===== src/verilog/obj_pkg.sv =====
// shared widths, memory map and structs; table and graphics maps assume 16-bit memory words
package obj_pkg;

    // external memory port
    localparam int MEM_AW = 20;     // word address
    localparam int MEM_DW = 16;     // word width

    // line buffer pixel: 5-bit palette above 4-bit colour
    localparam int PXL_W = 9;

    // all objects are square, 16 lines by 16 pixels
    localparam int OBJ_H = 16;

    // object table banks, 4 words per entry
    localparam int ORAM_BANK_STRIDE = 1024;

    // graphics base, 64 words per object code (16 rows of 4 words)
    localparam logic [MEM_AW-1:0] ROM_BASE = 20'h10000;

    // attr field positions
    localparam int ATTR_HFLIP = 8;  // mirror the row
    localparam int ATTR_PAL_W = 5;  // palette sits in attr[4:0]

    // one object table entry, as copied from memory words 0..3
    typedef struct packed {
        logic [8:0]  x;         // word 0
        logic [8:0]  y;         // word 1
        logic [15:0] code;      // word 2
        logic [15:0] attr;      // word 3
    } obj_entry_t;

    // scanner to drawer, one per visible object
    typedef struct packed {
        logic [15:0] code;
        logic [15:0] attr;
        logic [8:0]  hpos;      // leftmost pixel on the line
        logic [3:0]  row;       // row inside the object
    } draw_cmd_t;

    // memory request payload is just the word address
    typedef logic [MEM_AW-1:0] mem_req_t;

endpackage

===== src/verilog/obj_draw.sv =====
// object codes above 15359 wrap past the top of the 20-bit map; one command in flight at a time
`timescale 1ns/10ps

module obj_draw (
    input                               clk,
    input                               rst,
    input                               cmd_req,
    input  obj_pkg::draw_cmd_t          cmd,
    output logic                        cmd_ack,
    output logic                        draw_req,
    output obj_pkg::mem_req_t           draw_addr,
    input                               draw_ack,
    input        [obj_pkg::MEM_DW-1:0]  mem_data,
    output logic                        buf_wr,
    output logic [8:0]                  buf_addr,
    output logic [obj_pkg::PXL_W-1:0]   buf_data
);
    import obj_pkg::*;

    localparam logic [2:0] ST_IDLE  = 3'd0;
    localparam logic [2:0] ST_REQ   = 3'd1;    // wait for memory ack low
    localparam logic [2:0] ST_FETCH = 3'd2;
    localparam logic [2:0] ST_PIX   = 3'd3;
    localparam logic [2:0] ST_DONE  = 3'd4;    // cmd_ack high

    draw_cmd_t          cur;        // latched command
    logic [2:0]         st;
    logic [1:0]         word;       // row word k
    logic [1:0]         nib;        // pixel within the word
    logic [MEM_DW-1:0]  shreg;      // pixel 4k in the low nibble
    logic [3:0]         pix_idx;
    logic [8:0]         pix_ofs;

    assign pix_idx   = {word, nib};
    // 15 - i is the bitwise inverse on 4 bits
    assign pix_ofs   = cur.attr[ATTR_HFLIP] ? {5'd0, ~pix_idx} : {5'd0, pix_idx};
    assign draw_addr = ROM_BASE + mem_req_t'({cur.code, cur.row, word});

    always_ff @(posedge clk) begin
        if (rst) begin
            st       <= ST_IDLE;
            cmd_ack  <= 1'b0;
            draw_req <= 1'b0;
            buf_wr   <= 1'b0;
        end else begin
            buf_wr <= 1'b0;
            case (st)
                ST_IDLE: if (cmd_req && !cmd_ack) begin
                    cur  <= cmd;
                    word <= 2'd0;
                    st   <= ST_REQ;
                end
                ST_REQ: if (!draw_ack) begin
                    draw_req <= 1'b1;
                    st       <= ST_FETCH;
                end
                ST_FETCH: if (draw_ack) begin
                    draw_req <= 1'b0;
                    shreg    <= mem_data;
                    nib      <= 2'd0;
                    st       <= ST_PIX;
                end
                ST_PIX: begin
                    buf_wr   <= shreg[3:0] != 4'd0;     // skip transparent
                    buf_addr <= cur.hpos + pix_ofs;     // wraps mod 512
                    buf_data <= {cur.attr[ATTR_PAL_W-1:0], shreg[3:0]};
                    shreg    <= shreg >> 4;
                    nib      <= nib + 2'd1;
                    if (nib == 2'd3) begin
                        word <= word + 2'd1;
                        if (word == 2'd3) begin
                            cmd_ack <= 1'b1;            // whole row written
                            st      <= ST_DONE;
                        end else begin
                            st <= ST_REQ;
                        end
                    end
                end
                ST_DONE: if (!cmd_req) begin
                    cmd_ack <= 1'b0;
                    st      <= ST_IDLE;
                end
                default: st <= ST_IDLE;
            endcase
        end
    end

    // a zero colour would block later objects in the priority check of the line buffer
    a_no_transparent: assert property (@(posedge clk) disable iff (rst)
        buf_wr |-> buf_data[3:0] != 4'd0)
        else $error("transparent pixel written to the line buffer");

endmodule


===== config.mk =====
export PLATFORM = sky130hd
export DESIGN_NAME = obj_draw
export DESIGN_NICKNAME = d
export VERILOG_FILES = /design/src/verilog/obj_pkg.sv /design/src/verilog/obj_draw.sv
export SDC_FILE = /design/constraint.sdc
export NUM_CORES = 1
export LEC_CHECK = 0
export BUFFER_PORTS_ARGS = -buffer_cell sky130_fd_sc_hd__buf_2
export CAP_MARGIN = 20
export CORE_UTILIZATION = 45
export DETAILED_ROUTE_END_ITERATION = 10
export MAX_ROUTING_LAYER = met4
export PLACE_DENSITY = 0.8
export SYNTH_ARGS = -nofsm -noshare
export SYNTH_HDL_FRONTEND = slang
export SYNTH_SLANG_ARGS = --single-unit
export TNS_END_PERCENT = 10

===== constraint.sdc =====
create_clock -name clk -period 3.2 [get_ports clk]
set_input_delay 0.64 -clock clk [delete_from_list [all_inputs] [get_ports clk]]
set_output_delay 0.64 -clock clk [all_outputs]
set_load 0.05 [all_outputs]

==> results.py, run 1 <==
metrics = {
    "status": {
        "status": "finished clean",
    },
    "worst_setup_path": {
        "cp_max_fo": 4,
        "crit_path_start_kind": "register",
        "crit_path_end_kind": "register",
        "cp.required_ns": 3.29,
        "critPathKind": "reg -> reg",
        "cp.arrival_ns": 2.32,
    },
    "floorplan": {
        "die_h_um": 85.6,
        "rows": 30,
        "ios": 106,
        "dieArea_um2": 7330,
        "die_x_um": 85.6,
        "initial_core_util": 0.463,
        "core_um2": 6790,
    },
    "min_path": {
        "hp-class": "reg -> reg",
    },
    "timing": {
        "totalNegativeSetupSlack_ns": 0,
        "slew_viol_final": 0,
        "hold_viol": 0,
        "max_freq_ghz": 0.448,
        "finalCritPeriodShare": 0.697,
        "post-route-worst-setup-slack_ns": 0.970,
        "min_period_ns": 2.23,
        "hold_slack_ns": 0.422,
        "grt_setup_unrepaired": "no",
        "setup_viol": 0,
        "slew_headroom": 0.692,
        "final.setup_skew_ns": 0.00605,
        "worst_pin_slew_ns": 0.458,
    },
    "grt": {
        "grt_util_all_layers": 0.156,
        "grt_max_degree": 33,
        "grt_pass1_wl_um": 8250,
        "antenna_found_initial": 0,
        "first_global_vias": 1798,
        "grt_overflow": 0,
    },
    "placement": {
        "dpl_worst_slack_ns": 0.960,
        "place.gp.congestion": 0.779,
        "hpwl_um": 3610,
        "io_buffer_count": 93,
        "dp_cells": 389,
    },
    "clock_network": {
        "cts_max_level": 3,
        "insertion_delay_ns": 0.34,
        "cts_num_sinks": 77,
        "cts_resized": 0,
        "clockBufferDepth": 2,
        "postCtsSetupBuffers": 0,
        "cts-root-buf": "clkbuf_8",
        "cts_tree": "yes",
        "cts_buffers": 9,
        "cts-hold-fix-buffers": 0,
        "clk_pin_slew_ns": 0.08,
    },
    "yosys": {
        "avgSynthCellArea_um2": 14.6,
        "synth_area_leaders": "edfxtp_1 (68%), nand2_1 (4.8%), dfxtp_1 (3.8%)",
        "synth_commonest_cells": "edfxtp_1 (71), nand2_1 (40), buf_4 (14)",
        "synth_top_cell_by_area": "edfxtp_1",
        "async_reset_ff_frac": 0,
        "syn_nets": 289,
        "synth_edf_count": 71,
        "syn_area_um2": 3150,
        "yosysWarnings": 0,
        "synth-main-ff-cell": "edfxtp_1",
        "yosysMostFrequentCell": "edfxtp_1",
        "yosysSeqAreaShare": 0.715,
        "synth_top_area_share": 0.677,
        "yosysUniqueCellTypes": 36,
        "synthCells": 216,
        "ys_ff_latch": 77,
    },
    "cells_and_area": {
        "layout-drive-gt1-share": 0.398,
        "ff_latch_area_um2": 2250,
        "area_growth_syn_to_layout_pct": 21.5,
        "final_nets": 377,
        "final_cells": 405,
        "multiInputGateArea_um2": 722,
        "fillers": 575,
        "diodes": 0,
    },
    "drt": {
        "drt_iter0_drc": 86,
        "vias": 1826,
        "drt_wl_total_um": 5010,
        "viasPerCell": 4.51,
        "antenna_left": 0,
        "wl_per_cell_um": 12.4,
        "first_pass_iters": 4,
        "drc": 0,
    },
    "power": {
        "power_density_nw_per_um2": 581,
        "leakage_nw": 1.55,
        "irDropWorstVdd_v": 0.000305,
    },
    "run": {
        "maxCapViolCount": 0,
    },
}
-- cells in the final DEF, fill, tap and decap left out --
cell type	Yosys	routed
or2_4	1	1
nor2b_1	1	1
edfxtp_1	71	71
and2_1	2	2
clkinvlp_4	0	3
nor2_1	8	7
nand2b_1	2	2
o211ai_1	1	1
mux2i_1	1	1
clkbuf_8	0	9
nand3_1	6	6
inv_1	7	7
nand3b_1	2	2
nor3_4	1	1
dfxtp_1	6	6
bufinv_16	0	2
a21oi_2	1	1
a21o_1	1	1
nand2_4	1	1
o21ai_0	3	3
a31oi_1	1	1
nor3b_1	1	1
clkbuf_1	0	1
nor3_1	1	1
ha_1	7	7
and2_4	4	4
or2_2	1	1
fa_1	1	1
nor2_4	2	3
a32o_1	1	1
nor4_1	1	1
a311oi_1	1	1
buf_4	14	3
clkinv_2	0	1
a21oi_1	7	7
xnor2_1	6	6
xor2_1	7	7
a2bb2oi_1	1	1
buf_2	1	93
nand2_1	40	40
-- metal layers --
| layer | vias to the layer above | share of wire | GRT usage |
|---|---|---|---|
| met5 | - | 0 | - |
| met4 | 0 | 0.012 | 0.0636 |
| met3 | 5 | 0.055 | 0.0510 |
| met2 | 60 | 0.50 | 0.247 |
| met1 | 838 | 0.43 | 0.185 |
| li1 | 923 | - | - |
-- path summary, 6_finish.rpt --
path	start	endpoint	slack, ns	cells past startpoint
hold reg to reg	cur[17]	buf_data[8]	0.42	0
hold / removal	cur[17]	buf_data[8]	0.42	0
setup / recovery	cur[21]	buf_addr[8]	0.97	8
setup reg to reg	cur[21]	buf_addr[8]	0.97	8
-- state kept, by name, summed over array words and instances (netlist names) --
| register | count |
|---|---|
| cmd_ack | 1 |
| st | 3 |
| shreg | 16 |
| draw_req | 1 |
| cur | 33 |
| buf_addr | 9 |
| buf_wr | 1 |
| buf_data | 9 |
| nib | 2 |
| word | 2 |
-- critical path, stage by stage, from the launching register on --
cell      delay, ns
edfxtp_1       0.47
xor2_1         0.20
ha_1           0.19
inv_1          0.06
fa_1           0.39
nand2b_1       0.18
a21oi_1        0.23
nand3_1        0.13
xnor2_1        0.14
-- area by class of cell --
cell class                 count  share of cell area
sequential                    77               0.589
multi-input combinational    113               0.189
timing repair buffer          96               0.128
clock buffer                  10              0.0334
tap                           96              0.0314
clock inverter                 6              0.0229
inverter                       7             0.00687
-- kinds of logic after synthesis --
group	share of synthesized area
AO/OA/AOI/OAI	0.0342
adder cells (fa/ha/maj)	0.0342
buffers and inverters	0.0576
multiplexers	0.00318
XOR/XNOR	0.0362
flip-flops	0.715
AND/OR/NAND/NOR	0.119
-- per-stage QoR --
step                      cell area [µm²]  utilization  power (mW)
after floorplan                      3150            -        1.40
final                                3820        0.563        2.22
after global routing                 3820        0.563        2.31
after detailed placement             3610        0.531        1.46
after CTS                            3820        0.563        2.24
after global placement               3610        0.531        1.45
-- power breakdown --
part	internal [mW]	total, mW	switching, mW
combinational	0.0903	0.254	0.163
clock	0.438	0.790	0.352
sequential	1.15	1.18	0.0253
Note: power is estimated with default switching activity, not from simulation.
==> run 2, diff against run 1 <==
PLACE_DENSITY = 0.82   (was 0.8)
clock period = 1.9 ns   (was 3.2 ns; I/O delays follow)
==> run 2 against run 1 <==
The flow now finishes with violations (negative setup slack). Sequential cell count is the same. Clock-buffer cell count fell by 1. Combinational power increased by 88%. Final area increased by 3.7%. Die area stayed put. Via count increased by 3.5%. Clock skew grew 0.0043 ns. Sequential power increased by 68%. Critical path type unchanged.
==> results.py, run 2 (synthesized netlist as in run 1, its figures left out) <==
metrics = {
    "clock_network": {
        "insertion_delay_ns": 0.34,
        "cts_num_sinks": 77,
        "postCtsSetupBuffers": 0,
        "cts-hold-fix-buffers": 0,
        "cts-root-buf": "clkbuf_8",
        "clockBufferDepth": 2,
        "cts_buffers": 9,
        "clk_pin_slew_ns": 0.09,
        "cts_tree": "yes",
        "cts_max_level": 3,
    },
    "power": {
        "power_density_nw_per_um2": 959,
        "leakage_nw": 1.63,
        "total_power_mw": 3.81,
        "irDropWorstVdd_v": 0.000497,
    },
    "cells_and_area": {
        "final_nets": 388,
        "multiInputGateArea_um2": 763,
        "final_util": 0.584,
        "largest-register": "cur",
        "ff_latch_area_um2": 2250,
        "fillers": 572,
        "area_growth_syn_to_layout_pct": 26.0,
        "final_cell_mix": "buf_2 (93), edfxtp_1 (71), nand2_1 (40), buf_4 (13), clkbuf_8 (9)",
        "layout-drive-gt1-share": 0.447,
        "reg.largest.list": "cur x33, shreg x16",
        "final_common_cell": "buf_2",
        "final_cells": 416,
        "diodes": 0,
        "largest_register_ffs": 33,
    },
    "floorplan": {
        "ios": 106,
        "initial_core_util": 0.463,
        "core_um2": 6790,
        "rows": 30,
        "die_h_um": 85.6,
        "die_x_um": 85.6,
        "dieArea_um2": 7330,
    },
    "drt": {
        "vias": 1890,
        "antenna_left": 0,
        "drt_iter0_drc": 76,
        "drt_wl_total_um": 5320,
        "wl_per_cell_um": 12.8,
        "first_pass_iters": 4,
        "viasPerCell": 4.54,
        "drc": 0,
    },
    "worst_setup_path": {
        "cp.required_ns": 1.99,
        "path_cells": "buf_4 -> xor2_1 -> ha_1 -> o211ai_1 -> a21oi_4 -> buf_4 -> xor2_1",
        "cp_max_fo": 4,
        "crit_path_start_kind": "register",
        "crit_path_end_kind": "register",
        "critPathBufInv": 2,
        "cp_top_family": "flip-flops",
        "crit_slowest_cell": "edfxtp_1",
        "critPathKind": "reg -> reg",
        "slowest_delay_ns": 0.45,
        "cp.arrival_ns": 2.11,
    },
    "grt": {
        "grt_overflow": 0,
        "grt_util_all_layers": 0.160,
        "antenna_found_initial": 0,
        "grt_pass1_wl_um": 8470,
        "first_global_vias": 1864,
        "grt_max_degree": 22,
    },
    "timing": {
        "finalCritPeriodShare": 1.06,
        "final.setup_skew_ns": 0.0104,
        "slew_headroom": 0.679,
        "hold_slack_ns": 0.200,
        "post-route-worst-setup-slack_ns": -0.120,
        "grt_setup_unrepaired": "yes",
        "hold_viol": 0,
        "min_period_ns": 2.02,
        "totalNegativeSetupSlack_ns": -0.272,
        "setup_viol": 4,
        "slew_viol_final": 0,
        "worst_pin_slew_ns": 0.478,
        "max_freq_ghz": 0.495,
    },
    "status": {
        "violations": "negative setup slack",
        "status": "finished, violations left",
    },
    "run": {
        "maxCapViolCount": 0,
    },
    "placement": {
        "dp_cells": 400,
        "hpwl_um": 3810,
        "place.gp.congestion": 0.773,
        "io_buffer_count": 93,
    },
    "min_path": {
        "hp-class": "in -> reg",
    },
}
[run 2: cell types whose count changed in the layout (fill, tap and decap cells not counted), sizes merged]
cell,before,now
buf,96,107
clkinvlp,3,1
inv,7,9
clkbuf,10,9
clkinv,1,2
[run 2: layer usage]
layer  vias up  GRT usage  share of wire
met5         -          -              0
met4         0     0.0409         0.0049
met3         4     0.0635          0.058
met2        62      0.271           0.53
met1       883      0.178           0.41
li1        941          -              -
[run 2: final cells by class]
| cell class | instances | share of cell area |
|---|---|---|
| sequential | 77 | 0.568 |
| multi-input combinational | 113 | 0.192 |
| timing repair buffer | 107 | 0.147 |
| clock inverter | 7 | 0.0246 |
| tap | 96 | 0.0303 |
| clock buffer | 9 | 0.0312 |
| inverter | 7 | 0.00662 |
[run 2: report_power, final]
part	switching [mW]	total, mW	internal [mW]	leakage, nW
Combinational	0.296	0.478	0.182	0.819
Sequential	0.0434	1.98	1.94	0.698
Clock	0.597	1.34	0.746	0.108
Total	0.936	3.81	2.87	1.63
[run 2: worst register-to-register path: cells and delay by family (launching register included)]
family,cells,cell delay (ns)
flip-flops,1,0.45
AO/OA/AOI/OAI,2,0.37
adder cells (fa/ha/maj),1,0.34
XOR/XNOR,2,0.29
buffers and inverters,2,0.32
[run 2: timing repair]
action | in CTS | in global routing
gates resized for setup | 8 | 0
endpoints found under the hold margin | 0 | 0
gates cloned | 0 | 0
pin swaps | 7 | 3
setup endpoints to repair | 5 | 5
[run 2: path summary, 6_finish.rpt]
path	from	endpoint	slack [ns]	depth (start not counted)
min	cmd[38]	cur[38]	0.20	1
min reg2reg	cur[16]	buf_data[7]	0.42	0
max reg2reg	cur[21]	buf_addr[6]	-0.12	7
max	cur[21]	buf_addr[6]	-0.12	7
[run 2: per-stage QoR]
| step | instance area (µm²) | setup slack, ns |
|---|---|---|
| 2_1_floorplan | 3160 | -0.140 |
| 3_3_place_gp | 3710 | -0.0998 |
| 3_5_place_dp | 3710 | -0.164 |
| 4_1_cts | 3970 | -0.106 |
| 5_1_grt | 3970 | -0.239 |
| 6_report | 3970 | -0.120 |
==> run 3, diff against run 2 <==
CORE_UTILIZATION = 30   (was 45)
PLACE_DENSITY = 0.61   (was 0.82)
==> run 3 against run 2 <==
Non-clock buffer count is the same. Critical endpoint is now buf_addr[8]. Critical path depth grew 1. Clock skew grew 0.0036 ns. Sequential cell count is the same. The flow still finishes with violations (negative setup slack). Wire length grew 2.4%. Clock power shrank 12%. Worst hold slack is essentially flat. First-iteration DRC count shrank 43%. Via count grew 0.69%.
==> results.py, run 3 (synthesized netlist as in run 1, its figures left out) <==
metrics = {
    "worst_setup_path": {
        "path_cells": "xor2_1 -> ha_2 -> inv_2 -> fa_2 -> nand2b_4 -> a21oi_4 -> nand3_2 -> xnor2_1",
        "critPathKind": "reg -> reg",
        "slowest_delay_ns": 0.44,
        "cp_max_fo": 3,
        "crit_path_start_kind": "register",
        "crit_slowest_cell": "edfxtp_1",
        "crit_path_end_kind": "register",
        "cp.arrival_ns": 2.06,
        "cp.required_ns": 2.01,
        "worst_r2r_path_depth": 8,
    },
    "timing": {
        "slew_viol_final": 0,
        "finalCritPeriodShare": 1.03,
        "final.setup_skew_ns": 0.0139,
        "max_freq_ghz": 0.513,
        "setup_viol": 2,
        "grt_setup_unrepaired": "yes",
        "worst_pin_slew_ns": 0.445,
        "post-route-worst-setup-slack_ns": -0.0502,
        "min_period_ns": 1.95,
        "hold_slack_ns": 0.200,
        "totalNegativeSetupSlack_ns": -0.0816,
        "hold_viol": 0,
        "slew_headroom": 0.701,
    },
    "power": {
        "power_frac_comb": 0.131,
        "power_frac_seq": 0.545,
        "total_power_mw": 3.64,
        "power_density_nw_per_um2": 909,
        "power.share.clock": 0.324,
        "switching_power_mw": 0.906,
        "intPower_mw": 2.73,
        "irDropWorstVdd_v": 0.000355,
        "leakage_nw": 1.62,
        "switching_share": 0.249,
    },
    "clock_network": {
        "insertion_delay_ns": 0.35,
        "cts-hold-fix-buffers": 0,
        "clk_pin_slew_ns": 0.08,
        "cts_max_level": 3,
        "cts_tree": "yes",
        "cts_buffers": 9,
        "postCtsSetupBuffers": 0,
        "cts-root-buf": "clkbuf_8",
        "clockBufferDepth": 2,
        "cts_num_sinks": 77,
    },
    "floorplan": {
        "rows": 37,
        "initial_core_util": 0.308,
        "die_x_um": 104,
        "dieArea_um2": 10900,
        "ios": 106,
        "die_h_um": 104,
        "core_um2": 10200,
    },
    "min_path": {
        "hp-class": "in -> reg",
        "worstHoldPathCells": 1,
    },
    "cells_and_area": {
        "final_nets": 388,
        "area_growth_syn_to_layout_pct": 27.1,
        "fillers": 1003,
        "largest-register": "cur",
        "diodes": 0,
        "final_common_cell": "buf_2",
        "final_area_um2": 4000,
        "final_cells": 456,
        "layout-drive-gt1-share": 0.441,
        "final_util": 0.391,
        "final_cell_mix": "buf_2 (93), edfxtp_1 (71), nand2_1 (40), buf_4 (11), clkbuf_8 (9)",
        "largest_register_ffs": 33,
        "reg.largest.list": "cur x33, shreg x16",
    },
    "placement": {
        "hpwl_um": 3930,
        "place_area_um2": 3780,
        "io_buffer_count": 93,
        "dp_cells": 440,
        "dpl_worst_slack_ns": -0.191,
        "place.gp.congestion": 0.729,
    },
    "grt": {
        "grt_overflow": 0,
        "met2_usage": 0.174,
        "use_met3": 0.0420,
        "grt_max_degree": 34,
        "first_global_vias": 1857,
        "grt_pass1_wl_um": 8770,
        "use_met1": 0.121,
        "grt_util_all_layers": 0.109,
        "antenna_found_initial": 0,
        "busiest_layer": "met2",
    },
    "drt": {
        "antenna_left": 0,
        "drt_iter0_drc": 43,
        "wl_per_cell_um": 11.9,
        "vias": 1903,
        "first_pass_iters": 4,
        "drt_wl_total_um": 5450,
        "viasPerCell": 4.17,
        "drc": 0,
    },
    "status": {
        "violations": "negative setup slack",
        "status": "finished, violations left",
    },
    "run": {
        "maxCapViolCount": 0,
    },
}
==> run 3: changes by cell type in the layout (fill, tap and decap cells not counted), moves of 2 or more <==
cell      delta
clkinv_2     +3
inv_6        -2
clkbuf_1     +2
buf_12       +2
buf_4        -2
==> run 3: power by group through the flow <==
stage          Sequential [mW]  Clock, mW  Combinational, mW
6_report                  1.98       1.18              0.475
5_1_grt                   1.99       1.31              0.516
4_1_cts                   1.98       1.24              0.477
3_5_place_dp              2.02          0              0.467
3_3_place_gp              2.02          0              0.457
2_1_floorplan             2.04          0              0.322
==> run 3: critical path: cells and delay by family (launching register included) <==
family,cells,cell delay [ns]
xor+xnor,2,0.31
fa+ha+maj,2,0.54
simple gates,2,0.25
flops,1,0.44
buf+inv,1,0.04
compound gates,1,0.14
==> run 3: path summary, 6_finish.rpt <==
check / from / end / slack (ns)
setup / recovery: cur[21] / buf_addr[8] / -0.05
hold / removal: cmd[17] / cur[17] / 0.20
setup reg to reg: cur[21] / buf_addr[8] / -0.05
hold reg to reg: cur[14] / buf_data[5] / 0.42
==> run 3: cell type report <==
type                       count  area (µm²)  share of cell area
multi-input combinational    113         759               0.190
sequential                    77        2250               0.563
timing repair buffer         107         608               0.152
tap                          136         170              0.0425
inverter                       7        26.3             0.00657
clock buffer                  11         131              0.0328
clock inverter                 5        53.8              0.0134
==> run 3: layer usage <==
layer	share of wire	wire (µm)	vias to the layer above
li1	-	-	945
met5	0	0	-
met2	0.49	2680	66
met4	0.015	83	0
met3	0.070	381	9
met1	0.42	2300	883
==> run 3: what timing repair did <==
action | 4_1_cts | 5_1_grt
gates cloned | 0 | 0
setup endpoints to repair | 4 | 4
pin swaps | 1 | 2
resized for setup | 3 | 4
