===== config.mk =====
export PLATFORM = sky130hd
export DESIGN_NAME = obj_frame_copy
export DESIGN_NICKNAME = d
export VERILOG_FILES = /design/src/verilog/obj_pkg.sv /design/src/verilog/obj_frame_copy.sv
export SDC_FILE = /design/constraint.sdc
export NUM_CORES = 1
export LEC_CHECK = 0
export ABC_AREA = 0
export BUFFER_PORTS_ARGS = -buffer_cell sky130_fd_sc_hd__buf_2
export CORE_ASPECT_RATIO = 0.6
export CORE_MARGIN = 4
export CORE_UTILIZATION = 42
export CTS_CLUSTER_DIAMETER = 60
export DETAILED_ROUTE_END_ITERATION = 8
export PLACE_DENSITY = 0.85
export SLEW_MARGIN = 40
export SYNTH_ARGS = -nofsm -noshare
export SYNTH_HDL_FRONTEND = slang
export SYNTH_SLANG_ARGS = --single-unit

===== constraint.sdc =====
create_clock -name clk -period 1.5 [get_ports clk]
set_input_delay 0.225 -clock clk [delete_from_list [all_inputs] [get_ports clk]]
set_output_delay 0.225 -clock clk [all_outputs]
set_load 0.02 [all_outputs]

===== src/verilog/obj_pkg.sv =====
// shared widths, memory map and structs; table and graphics maps assume 16-bit memory words
package obj_pkg;

    // external memory port
    localparam int MEM_AW = 20;     // word address
    localparam int MEM_DW = 16;     // word width

    // line buffer pixel: 5-bit palette above 4-bit colour
    localparam int PXL_W = 9;

    // all objects are square, 16 lines by 16 pixels
    localparam int OBJ_H = 16;

    // object table banks, 4 words per entry
    localparam int ORAM_BANK_STRIDE = 1024;

    // graphics base, 64 words per object code (16 rows of 4 words)
    localparam logic [MEM_AW-1:0] ROM_BASE = 20'h10000;

    // attr field positions
    localparam int ATTR_HFLIP = 8;  // mirror the row
    localparam int ATTR_PAL_W = 5;  // palette sits in attr[4:0]

    // one object table entry, as copied from memory words 0..3
    typedef struct packed {
        logic [8:0]  x;         // word 0
        logic [8:0]  y;         // word 1
        logic [15:0] code;      // word 2
        logic [15:0] attr;      // word 3
    } obj_entry_t;

    // scanner to drawer, one per visible object
    typedef struct packed {
        logic [15:0] code;
        logic [15:0] attr;
        logic [8:0]  hpos;      // leftmost pixel on the line
        logic [3:0]  row;       // row inside the object
    } draw_cmd_t;

    // memory request payload is just the word address
    typedef logic [MEM_AW-1:0] mem_req_t;

endpackage

===== src/verilog/obj_frame_copy.sv =====
// NOBJ must be a power of two up to 256; frame_start pulses that arrive while busy are dropped
`timescale 1ns/10ps

module obj_frame_copy #(
    parameter int NOBJ = 32
) (
    input                               clk,
    input                               rst,
    input                               frame_start,
    input                               obank,
    output logic                        copy_req,
    output obj_pkg::mem_req_t           copy_addr,
    input                               copy_ack,
    input        [obj_pkg::MEM_DW-1:0]  mem_data,
    output logic                        frame_busy,
    output logic                        tbl_we,
    output logic [$clog2(NOBJ)-1:0]     tbl_waddr,
    output obj_pkg::obj_entry_t         tbl_wdata
);
    import obj_pkg::*;

    logic       bank;       // bank latched at frame_start
    logic [1:0] word;       // word within the entry: x, y, code, attr

    // entry index doubles as table write address
    assign copy_addr = (bank ? mem_req_t'(ORAM_BANK_STRIDE) : '0)
                     + mem_req_t'({tbl_waddr, word});

    always_ff @(posedge clk) begin
        if (rst) begin
            frame_busy <= 1'b0;
            copy_req   <= 1'b0;
            tbl_we     <= 1'b0;
        end else begin
            tbl_we <= 1'b0;
            if (!frame_busy) begin
                if (frame_start) begin
                    frame_busy <= 1'b1;
                    bank       <= obank;
                    tbl_waddr  <= '0;
                    word       <= 2'd0;
                end
            end else if (copy_req) begin
                if (copy_ack) begin             // data valid while ack is high
                    copy_req <= 1'b0;
                    word     <= word + 2'd1;
                    case (word)
                        2'd0:    tbl_wdata.x    <= mem_data[8:0];
                        2'd1:    tbl_wdata.y    <= mem_data[8:0];
                        2'd2:    tbl_wdata.code <= mem_data;
                        default: tbl_wdata.attr <= mem_data;
                    endcase
                    tbl_we <= word == 2'd3;     // entry complete
                end
            end else if (tbl_we) begin
                tbl_waddr <= tbl_waddr + 1'd1;
                if (&tbl_waddr)
                    frame_busy <= 1'b0;         // last entry just written
            end else if (!copy_ack) begin
                copy_req <= 1'b1;               // previous ack gone, next word
            end
        end
    end

    // the arbiter forwards copy_addr straight to memory while the request is open
    a_addr_stable: assert property (@(posedge clk) disable iff (rst)
        copy_req && !copy_ack |=> $stable(copy_addr))
        else $error("copy_addr changed during an open request");

endmodule


==> out/results.tsv, run 1 <==
stage	metric	value	unit
outcome	status	finished, final reports clean	
clock_tree	clk-insertion-delay-late	0.33	ns
synth	ys_warn_count	0	
cells_and_area	final_util	0.588	
sta	fmax	704	MHz
critical_path	start_kind	flip-flop	
synth	avgSynthCellArea	18.6	sq um
die	coreArea	5100	sq um
cells_and_area	fin_nets	249	
placed_design	gp_congestion	0.714	
synth	synth_top_family_by_area	buffers and inverters	
drt	top_layer	met4	
synth	yosysUniqueCellTypes	20	
sta	setup_viol	0	
cells_and_area	syn_to_final_growth	34.6	%
synth	ys_seq_area_frac	0.807	
drt	wl_met3	416	um
die	die_y	64.5	um
die	die_w	102	um
synth	syn-cell-area	2230	sq um
cells_and_area	drive_gt1_frac	0.513	
drt	route.detailed.drc	0	
sta	period_share	0.947	
global_routing	grt_pass1_vias	1299	
sta	fin_crit	1.42	ns
synth	yosysTopAreaCell	edfxtp_1	
synth	async_flop_share	0	
power_and_ir_drop	internal-power	2.88	mW
cells_and_area	finalNonFillerCells	292	
critical_path	required	1.74	ns
power_and_ir_drop	ir_worst_vdd	0.883	mV
placed_design	dp.cells	274	
power_and_ir_drop	p_sw	0.729	mW
synth	synth-edff-count	58	
power_and_ir_drop	p_sw_frac	0.202	
clock_tree	post_cts_resized	0	
sta	hold_viol_final	0	
drt	post_drt_via_cell_ratio	4.44	
critical_path	worst_ep_arrival_time	1.66	ns
clock_tree	clkTransAtPathRegs	0.07	ns
placed_design	dp_hpwl	3170	um
drt	wl	4250	um
power_and_ir_drop	p_comb_frac	0.048	
power_and_ir_drop	clkPwrFrac	0.426	
global_routing	globalRouteOverflowTotal	0	
cells_and_area	antenna_cells	0	
die	rows	20	
run	cap_violations	0	
synth	yosys.area_share.simple	0.0661	
critical_path	path_cells	ha_2 > and3_1 > ha_1 > and4b_1 > nor3_1	
clock_tree	cts_tree	done	
sta	skew	0.00595	ns
critical_path	worst_setup_path_end_kind	flip-flop	
synth	synth-main-ff-cell	edfxtp_1	
drt	dr_total_vias	1296	
global_routing	grt_pass1_wl	6570	um
drt	antenna_left	0	
power_and_ir_drop	power_density	1200	nW/um^2
clock_tree	numCtsBuffers	9	
critical_path	slowest_delay	0.41	ns
drt	met2RoutedLength	2060	um
clock_tree	htreeDepth	3	
placed_design	io_buffers	86	
synth	synth_mux_area_frac	0.00448	
global_routing	antenna_found_initial	0	
synth	ys_top_cells_by_area	edfxtp_1 78%, buf_4 6.4%, ha_1 3.9%	
critical_path	crit_slowest_cell	edfxtp_1	
critical_path	crit_fanout	2	
synth	synthAdderAreaFrac	0.0392	
die	ioPinCount	99	
power_and_ir_drop	pwr-share-seq	0.525	
global_routing	grtUsageTotal	0.136	
die	dieArea	6580	sq um
drt	dr.pass1.iters	4	
drt	first_iter_violations	46	
clock_tree	cts.path.max_buffers	2	
drt	wirelength_met1	1700	um
synth	synth-xor-area-share	0.00392	
sta	timing.hold.ws	0.0793	ns
die	start_util	0.437	
synth	synth_cells	120	
drt	wl_per_cell	14.5	um
sta	slew_violations	0	
global_routing	grt_max_degree	17	
power_and_ir_drop	p_leak	1.26	nW
hold_path	min-delay-path-class	in2reg	
synth	yosys_register_bits	61	
synth	synth_top_area_share	0.780	
synth	synth_compound_area_frac	0.0101	
clock_tree	cts_sinks	61	
clock_tree	cts-root-buf	clkbuf_8	
critical_path	critPathKind	reg2reg	
## logic make-up after synthesis
| family | after synthesis |
|---|---|
| AO/OA/AOI/OAI | 4 |
| XOR/XNOR | 1 |
| adder cells (fa/ha/maj) | 7 |
| buffers and inverters | 21 |
| flip-flops | 61 |
| multiplexers | 1 |
| other | 1 |
| AND/OR/NAND/NOR | 24 |
## layer usage
| layer | global-route usage | vias up |
|---|---|---|
| li1 | - | 610 |
| met1 | 0.159 | 618 |
| met2 | 0.220 | 58 |
| met3 | 0.0624 | 10 |
| met4 | 0.0540 | 0 |
| met5 | 0 | - |
## cell usage after synthesis, drive strengths merged (2+ instances only)
master,number
inv,2
a21oi,3
and4b,2
ha,7
dfxtp,3
buf,19
edfxtp,58
nor2,2
nand2b,2
nand3,2
nor2b,3
and2,9
## cell type report
class | instances | area [sq um]
Inverter | 2 | 7.51
Tap cell | 66 | 82.6
Clock inverter | 6 | 87.6
Clock buffer | 10 | 128
Sequential cell | 61 | 1800
Timing Repair Buffer | 98 | 571
Multi-Input combinational cell | 49 | 327
Fill cell | 408 | 2100
## metrics by stage
stage	total power, mW	worst slack [ns]	TNS (ns)	instance area, sq um
after floorplan	2.05	-0.00261	-0.00261	2280
after global placement	2.10	0.110	0	2770
after detailed placement	2.10	0.0385	0	2770
after CTS	3.66	0.0258	0	2990
after global routing	3.78	-0.00314	-0.00314	3000
final	3.61	0.0788	0	3000
## power groups by stage
stage                     sequential, mW  combinational [mW]  clock, mW
after global routing                1.89               0.193       1.69
after CTS                           1.89               0.172       1.59
after global placement              1.93               0.167          0
after floorplan                     1.95               0.101          0
final                               1.89               0.175       1.54
after detailed placement            1.93               0.172          0
## final timing paths
kind | from | cells after the start | slack [ns] | end
setup / recovery | tbl_waddr[1] | 5 | 0.08 | frame_busy
hold / removal | obank | 1 | 0.08 | bank
setup reg to reg | tbl_waddr[1] | 5 | 0.08 | frame_busy
hold reg to reg | tbl_we | 2 | 0.59 | copy_req
## registers in the layout (all words and copies together) (netlist names)
register    count
tbl_wdata      50
bank            1
copy_req        1
tbl_we          1
tbl_waddr       5
word            2
frame_busy      1
## layout by cell type, fill, tap and decap left out, types with 3 or more instances in the layout
cell type | netlist | final
and2_1 | 9 | 7
ha_1 | 7 | 6
nor2b_1 | 3 | 3
clkbuf_8 | 0 | 9
dfxtp_1 | 3 | 3
buf_12 | 0 | 4
edfxtp_1 | 58 | 58
conb_1 | 1 | 12
clkinvlp_4 | 0 | 3
a21oi_1 | 3 | 3
buf_2 | 0 | 86
buf_4 | 19 | 8
## critical path, delay by kind of cell, from the launching register on
family / cells / cell delay (ns)
simple gates: 3 / 0.53
flops: 1 / 0.41
fa+ha+maj: 2 / 0.39
## what timing repair did
item | CTS | global route
endpoints found under the setup margin | 0 | 2
setup buffers | 0 | 2
hold buffers | 0 | 0
endpoints found under the hold margin | 0 | 0
Note: power is estimated with default switching activity, not from simulation.
==> inputs of run 2 (changes only) <==
--- a/config.mk
+++ b/config.mk
@@ -9,10 +9,10 @@
 export BUFFER_PORTS_ARGS = -buffer_cell sky130_fd_sc_hd__buf_2
 export CORE_ASPECT_RATIO = 0.6
 export CORE_MARGIN = 4
-export CORE_UTILIZATION = 42
+export CORE_UTILIZATION = 46
 export CTS_CLUSTER_DIAMETER = 60
 export DETAILED_ROUTE_END_ITERATION = 8
-export PLACE_DENSITY = 0.85
+export PLACE_DENSITY = 0.88
 export SLEW_MARGIN = 40
 export SYNTH_ARGS = -nofsm -noshare
 export SYNTH_HDL_FRONTEND = slang
==> constraint.sdc (replaced) <==
create_clock -name clk -period 1.4 [get_ports clk]
set_input_delay 0.21 -clock clk [delete_from_list [all_inputs] [get_ports clk]]
set_output_delay 0.21 -clock clk [all_outputs]
set_load 0.02 [all_outputs]
==> run 2 against run 1 <==
Clock-buffer cell count up 1; cell count down 2.1%; combinational power up 11%; die area down 7.8%; wire length up 5.8%; largest cell class unchanged.
==> out/results.tsv, run 2 (synthesized netlist as in run 1, its figures left out) <==
stage	metric	value	unit	change
global_routing	globalRouteOverflowTotal	0		unchanged
cells_and_area	finalNonFillerCells	286		-2.1%
power_and_ir_drop	ir_worst_vdd	0.588	mV	-33%
critical_path	reg2reg_slack	0.05	ns	-0.03 ns
die	die_y	62.0	um	-3.9%
sta	slew_violations	0		unchanged
sta	setup_viol	0		unchanged
placed_design	dp.cells	268		-2.2%
die	dieArea	6070	sq um	-7.8%
cells_and_area	syn_to_final_growth	30.8	%	
power_and_ir_drop	power_density	1180	nW/um^2	-1.6%
power_and_ir_drop	p_leak	1.22	nW	-3.2%
cells_and_area	antenna_cells	0		unchanged
critical_path	r2r-start	tbl_waddr[1]		
hold_path	holdPathStages	1		unchanged
die	die_w	97.9	um	-4.1%
sta	period_share	0.962		+0.0148
global_routing	antenna_found_initial	0		unchanged
cells_and_area	largest_register	tbl_wdata		
clock_tree	cts.path.max_buffers	2		unchanged
outcome	status	finished, final reports clean		
clock_tree	numCtsBuffers	9		unchanged
clock_tree	cts-root-buf	clkbuf_8		
cells_and_area	final_area	2920	sq um	-2.8%
sta	fmax	742	MHz	+5.5%
global_routing	grtUsageTotal	0.146		+0.00941
cells_and_area	reg.largest.list	tbl_wdata: 50 flops, tbl_waddr: 5 flops, word: 2 flops		
critical_path	crit_fanout	2		unchanged
clock_tree	clk-insertion-delay-late	0.32	ns	about the same
critical_path	required	1.48	ns	-0.26 ns
drt	wl_per_cell	15.7	um	+8.0%
drt	dr_total_vias	1298		+0.15%
global_routing	grt_pass1_vias	1238		-4.7%
cells_and_area	drive_gt1_frac	0.538		+0.0248
sta	rsz0062_at_grt	true		
die	coreArea	4640	sq um	-9.2%
global_routing	grt_pass1_wl	6350	um	-3.3%
critical_path	r2r_end	tbl_waddr[4]		
sta	hold_viol_final	0		unchanged
cells_and_area	fin_nets	246		-1.2%
clock_tree	cts_sinks	61		unchanged
critical_path	start_kind	flip-flop		
die	ioPinCount	99		unchanged
drt	dr.pass1.iters	4		unchanged
critical_path	worst_setup_path_end_kind	flip-flop		
critical_path	rr_worst_depth	4		-1
cells_and_area	largest_register_ffs	50		unchanged
placed_design	io_buffers	86		unchanged
placed_design	gp_congestion	0.776		+8.8%
clock_tree	cts_hold_buf	0		unchanged
sta	fin_crit	1.35	ns	-0.0740 ns
hold_path	min-delay-path-class	in2reg		
placed_design	dpl_cell_area	2710	sq um	-2.3%
die	start_util	0.482		+0.0443
drt	antenna_left	0		unchanged
clock_tree	clkTransAtPathRegs	0.06	ns	about the same
run	cap_violations	0		unchanged
cells_and_area	layout_common_cells	86 x buf_2, 58 x edfxtp_1, 12 x conb_1, 9 x clkbuf_8		
cells_and_area	layout_commonest_cell	buf_2		
sta	skew	0.00531	ns	-0.000646 ns
global_routing	grt_max_degree	17		unchanged
drt	post_drt_via_cell_ratio	4.54		+2.3%
hold_path	hold_start	obank		
placed_design	dp_hpwl	3280	um	+3.5%
critical_path	worst_ep_arrival_time	1.43	ns	-0.23 ns
drt	route.detailed.drc	0		unchanged
clock_tree	cts_tree	done		
clock_tree	htreeDepth	3		unchanged
drt	wl	4490	um	+5.8%
hold_path	holdPathEnd	bank		
critical_path	critPathKind	reg2reg		
drt	first_iter_violations	159		+250%
cells_and_area	final_util	0.630		+0.0415
die	rows	19		-5.0%
run 2: cell count changes in the layout (fill, tap and decap cells not counted), sizes merged:
cell      before  now
and2           9   11
buf           98   93
bufinv         2    0
clkbuf        10   11
clkinv         1    5
clkinvlp       3    0
run 2: metal layers:
layer  routed length [um]  share of wire  global-route usage  up-vias
met3                  353          0.079              0.0591        2
met4                    9         0.0020              0.0710        0
met2                 2280           0.51               0.233       71
met5                    0              0                   0        -
li1                     -              -                   -      608
met1                 1850           0.41               0.178      617
run 2: worst max-delay path by stage:
stage,startpoint,endpoint,slack [ns]
4_1_cts,tbl_waddr[1],tbl_waddr[4],0.01
2_1_floorplan,tbl_waddr[0],tbl_waddr[4],-0.10
3_3_place_gp,tbl_waddr[1],tbl_waddr[4],0.06
6_report,tbl_waddr[1],tbl_waddr[4],0.05
5_1_grt,tbl_waddr[1],frame_busy,-0.02
3_5_place_dp,tbl_waddr[1],tbl_waddr[4],-0.005
run 2: stage by stage:
step / TNS (ns) / power (mW) / worst slack (ns) / hold slack, ns
CTS: 0 / 3.48 / 0.0107 / 0.0458
floorplan: -0.139 / 2.20 / -0.101 / 0.287
global placement: 0 / 2.25 / 0.0604 / 0.391
detailed placement: -0.00497 / 2.25 / -0.00497 / 0.392
finish: 0 / 3.45 / 0.0528 / 0.0658
global route: -0.0166 / 3.61 / -0.0166 / 0.0452
run 2: repair_timing:
item	4_1_cts	5_1_grt
setup endpoints to repair	1	58
gates resized for setup	1	10
gates cloned	0	2
pin swaps	1	4
buffers inserted	0	0
run 2: area by class of cell:
class	count	area (sq um)
Inverter	2	7.51
Clock inverter	5	27.5
Fill cell	350	1720
Clock buffer	11	131
Tap cell	63	78.8
Multi-Input combinational cell	51	389
Timing Repair Buffer	93	483
Sequential cell	61	1800
run 2: power breakdown:
group | internal, mW | switching, mW | total [mW] | leakage [nW]
combinational | 0.0696 | 0.125 | 0.195 | 0.582
sequential | 2.02 | 0.0143 | 2.03 | 0.550
clock | 0.629 | 0.594 | 1.22 | 0.0845
run 2: critical path, stage by stage, from the launching register on:
cell and delay, ns:
edfxtp_1 0.41, ha_2 0.22, and3_4 0.16, ha_4 0.20, and2_4 0.12
==> inputs of run 3 (changes only) <==
--- a/config.mk
+++ b/config.mk
@@ -7,7 +7,6 @@
 export LEC_CHECK = 0
 export ABC_AREA = 0
 export BUFFER_PORTS_ARGS = -buffer_cell sky130_fd_sc_hd__buf_2
-export CORE_ASPECT_RATIO = 0.6
 export CORE_MARGIN = 4
 export CORE_UTILIZATION = 46
 export CTS_CLUSTER_DIAMETER = 60
==> run 3 against run 2 <==
Power grew 10%; clock-buffer cell count is the same; die area decreased by 0.60%; sequential power about the same; highest routed layer unchanged; critical path type unchanged; global-route usage shrank 1.1 points; combinational power increased by 3%; largest cell class unchanged; clock power rose by 30%; non-clock buffer count is 4 higher.
==> out/results.tsv, run 3 (synthesized netlist as in run 1, its figures left out) <==
stage	metric	value	unit	change
drt	first_iter_violations	24		-85%
critical_path	crit_fanout	2		unchanged
cells_and_area	fin_nets	248		+0.81%
critical_path	required	1.47	ns	about the same
sta	period_share	0.952		-0.00979
power_and_ir_drop	p_leak	1.24	nW	+2.0%
sta	setup_ws	0.0665	ns	+0.0137 ns
clock_tree	htreeDepth	3		unchanged
clock_tree	numCtsBuffers	9		unchanged
clock_tree	cts_tree	done		
placed_design	dp.cells	275		+2.6%
critical_path	path_depth	4		unchanged
sta	skew	0.00793	ns	+0.00263 ns
die	die_y	77.7	um	+25%
sta	fmax	750	MHz	+1.0%
power_and_ir_drop	ir_worst_vdd	0.685	mV	+16%
power_and_ir_drop	p_sw_frac	0.190		-0.0222
outcome	status	finished, final reports clean		
drt	wl_per_cell	13.8	um	-12%
sta	fin_crit	1.33	ns	-0.0137 ns
die	ioPinCount	99		unchanged
drt	route.detailed.drc	0		unchanged
die	coreArea	4720	sq um	+1.9%
clock_tree	clkTransAtPathRegs	0.06	ns	about the same
power_and_ir_drop	internal-power	3.08	mW	+14%
critical_path	critPathKind	reg2reg		
die	dieArea	6030	sq um	-0.60%
hold_path	holdPathStages	1		unchanged
global_routing	grt_pass1_vias	1262		+1.9%
cells_and_area	layout_commonest_cell	buf_2		
power_and_ir_drop	power_density	1280	nW/um^2	+8.5%
global_routing	globalRouteOverflowTotal	0		unchanged
die	start_util	0.473		-0.00893
critical_path	rr_worst_depth	4		unchanged
cells_and_area	reg.largest.list	tbl_wdata: 50 flops, tbl_waddr: 5 flops, word: 2 flops		
global_routing	grtUsageTotal	0.135		-0.0109
clock_tree	cts_sinks	61		unchanged
placed_design	place_ws	0.0331	ns	+0.0381 ns
clock_tree	cts-root-buf	clkbuf_8		
drt	dr.pass1.iters	2		-2
drt	dr_total_vias	1290		-0.62%
placed_design	dp_hpwl	2920	um	-11%
cells_and_area	layout_common_cells	86 x buf_2, 58 x edfxtp_1, 12 x conb_1, 11 x buf_4, 9 x clkbuf_8		
hold_path	min-delay-path-class	in2reg		
power_and_ir_drop	p_sw	0.725	mW	-1.1%
sta	timing.hold.ws	0.0653	ns	-0.000482 ns
sta	setup_viol	0		unchanged
drt	wl	4030	um	-10%
sta	rsz0062_at_grt	false		
sta	final.setup.tns	0	ns	unchanged
clock_tree	clk-insertion-delay-late	0.32	ns	about the same
cells_and_area	finalNonFillerCells	292		+2.1%
critical_path	slowest_delay	0.40	ns	about the same
critical_path	crit_slowest_cell	edfxtp_1		
power_and_ir_drop	pwr-share-seq	0.532		-0.057
critical_path	start_kind	flip-flop		
cells_and_area	antenna_cells	0		unchanged
critical_path	worst_ep_arrival_time	1.41	ns	-0.02 ns
die	rows	25		+6
sta	slew_violations	0		unchanged
placed_design	io_buffers	86		unchanged
drt	post_drt_via_cell_ratio	4.42		-2.7%
power_and_ir_drop	p_comb_frac	0.052		-0.004
cells_and_area	largest_register_ffs	50		unchanged
critical_path	cp.buffers_inverters	0		unchanged
critical_path	path_cells	ha_2 > and3_4 > ha_4 > and2_4		
global_routing	antenna_found_initial	0		unchanged
power_and_ir_drop	power	3.81	mW	+10%
run	cap_violations	0		unchanged
drt	antenna_left	0		unchanged
critical_path	cp_top_family	adder cells		
clock_tree	cts_hold_buf	0		unchanged
cells_and_area	syn_to_final_growth	33.2	%	
critical_path	worst_setup_path_end_kind	flip-flop		
die	die_w	77.7	um	-21%
cells_and_area	largest_register	tbl_wdata		
global_routing	grt_pass1_wl	6060	um	-4.6%
power_and_ir_drop	clkPwrFrac	0.415		+0.060
clock_tree	cts.path.max_buffers	2		unchanged
placed_design	gp_congestion	0.684		-12%
global_routing	grt_max_degree	17		unchanged
cells_and_area	drive_gt1_frac	0.529		-0.00923
sta	hold_viol_final	0		unchanged
-- run 3: timing repair --
| item | 4_1_cts | 5_1_grt |
|---|---|---|
| buffers inserted | 0 | 1 |
| resized for setup | 0 | 4 |
| endpoints found under the setup margin | 0 | 2 |
-- run 3: layout make-up --
cell class	instances	area, sq um
Clock inverter	5	75.1
Multi-Input combinational cell	49	360
Timing Repair Buffer	97	513
Inverter	2	7.51
Clock buffer	11	131
Fill cell	374	1750
Tap cell	67	83.8
Sequential cell	61	1800
-- run 3: path summary, 6_finish.rpt --
| kind | to | start | slack, ns |
|---|---|---|---|
| worst min-delay path | bank | obank | 0.07 |
| worst min register to register | copy_req | copy_req | 0.58 |
| worst max-delay path | tbl_waddr[4] | tbl_waddr[0] | 0.07 |
| worst max register to register | tbl_waddr[4] | tbl_waddr[0] | 0.07 |
-- run 3: power groups by stage --
stage | Combinational, mW | Clock, mW | Sequential (mW)
after floorplan | 0.109 | 0 | 2.09
after global placement | 0.191 | 0 | 2.06
after detailed placement | 0.195 | 0 | 2.06
after CTS | 0.195 | 1.63 | 2.03
after global routing | 0.219 | 1.73 | 2.03
final | 0.200 | 1.58 | 2.03
-- run 3: routing by layer --
| metal | vias up | global-route usage | wire length, um |
|---|---|---|---|
| met2 | 70 | 0.231 | 2050 |
| met5 | - | 0 | 0 |
| met4 | 0 | 0.0747 | 48 |
| li1 | 606 | - | - |
| met1 | 607 | 0.146 | 1580 |
| met3 | 7 | 0.0441 | 349 |
-- run 3: metrics by stage --
stage	area, sq um	util
2_1_floorplan	2290	-
3_3_place_gp	2740	0.579
3_5_place_dp	2740	0.579
4_1_cts	2940	0.623
5_1_grt	2970	0.629
6_report	2970	0.629
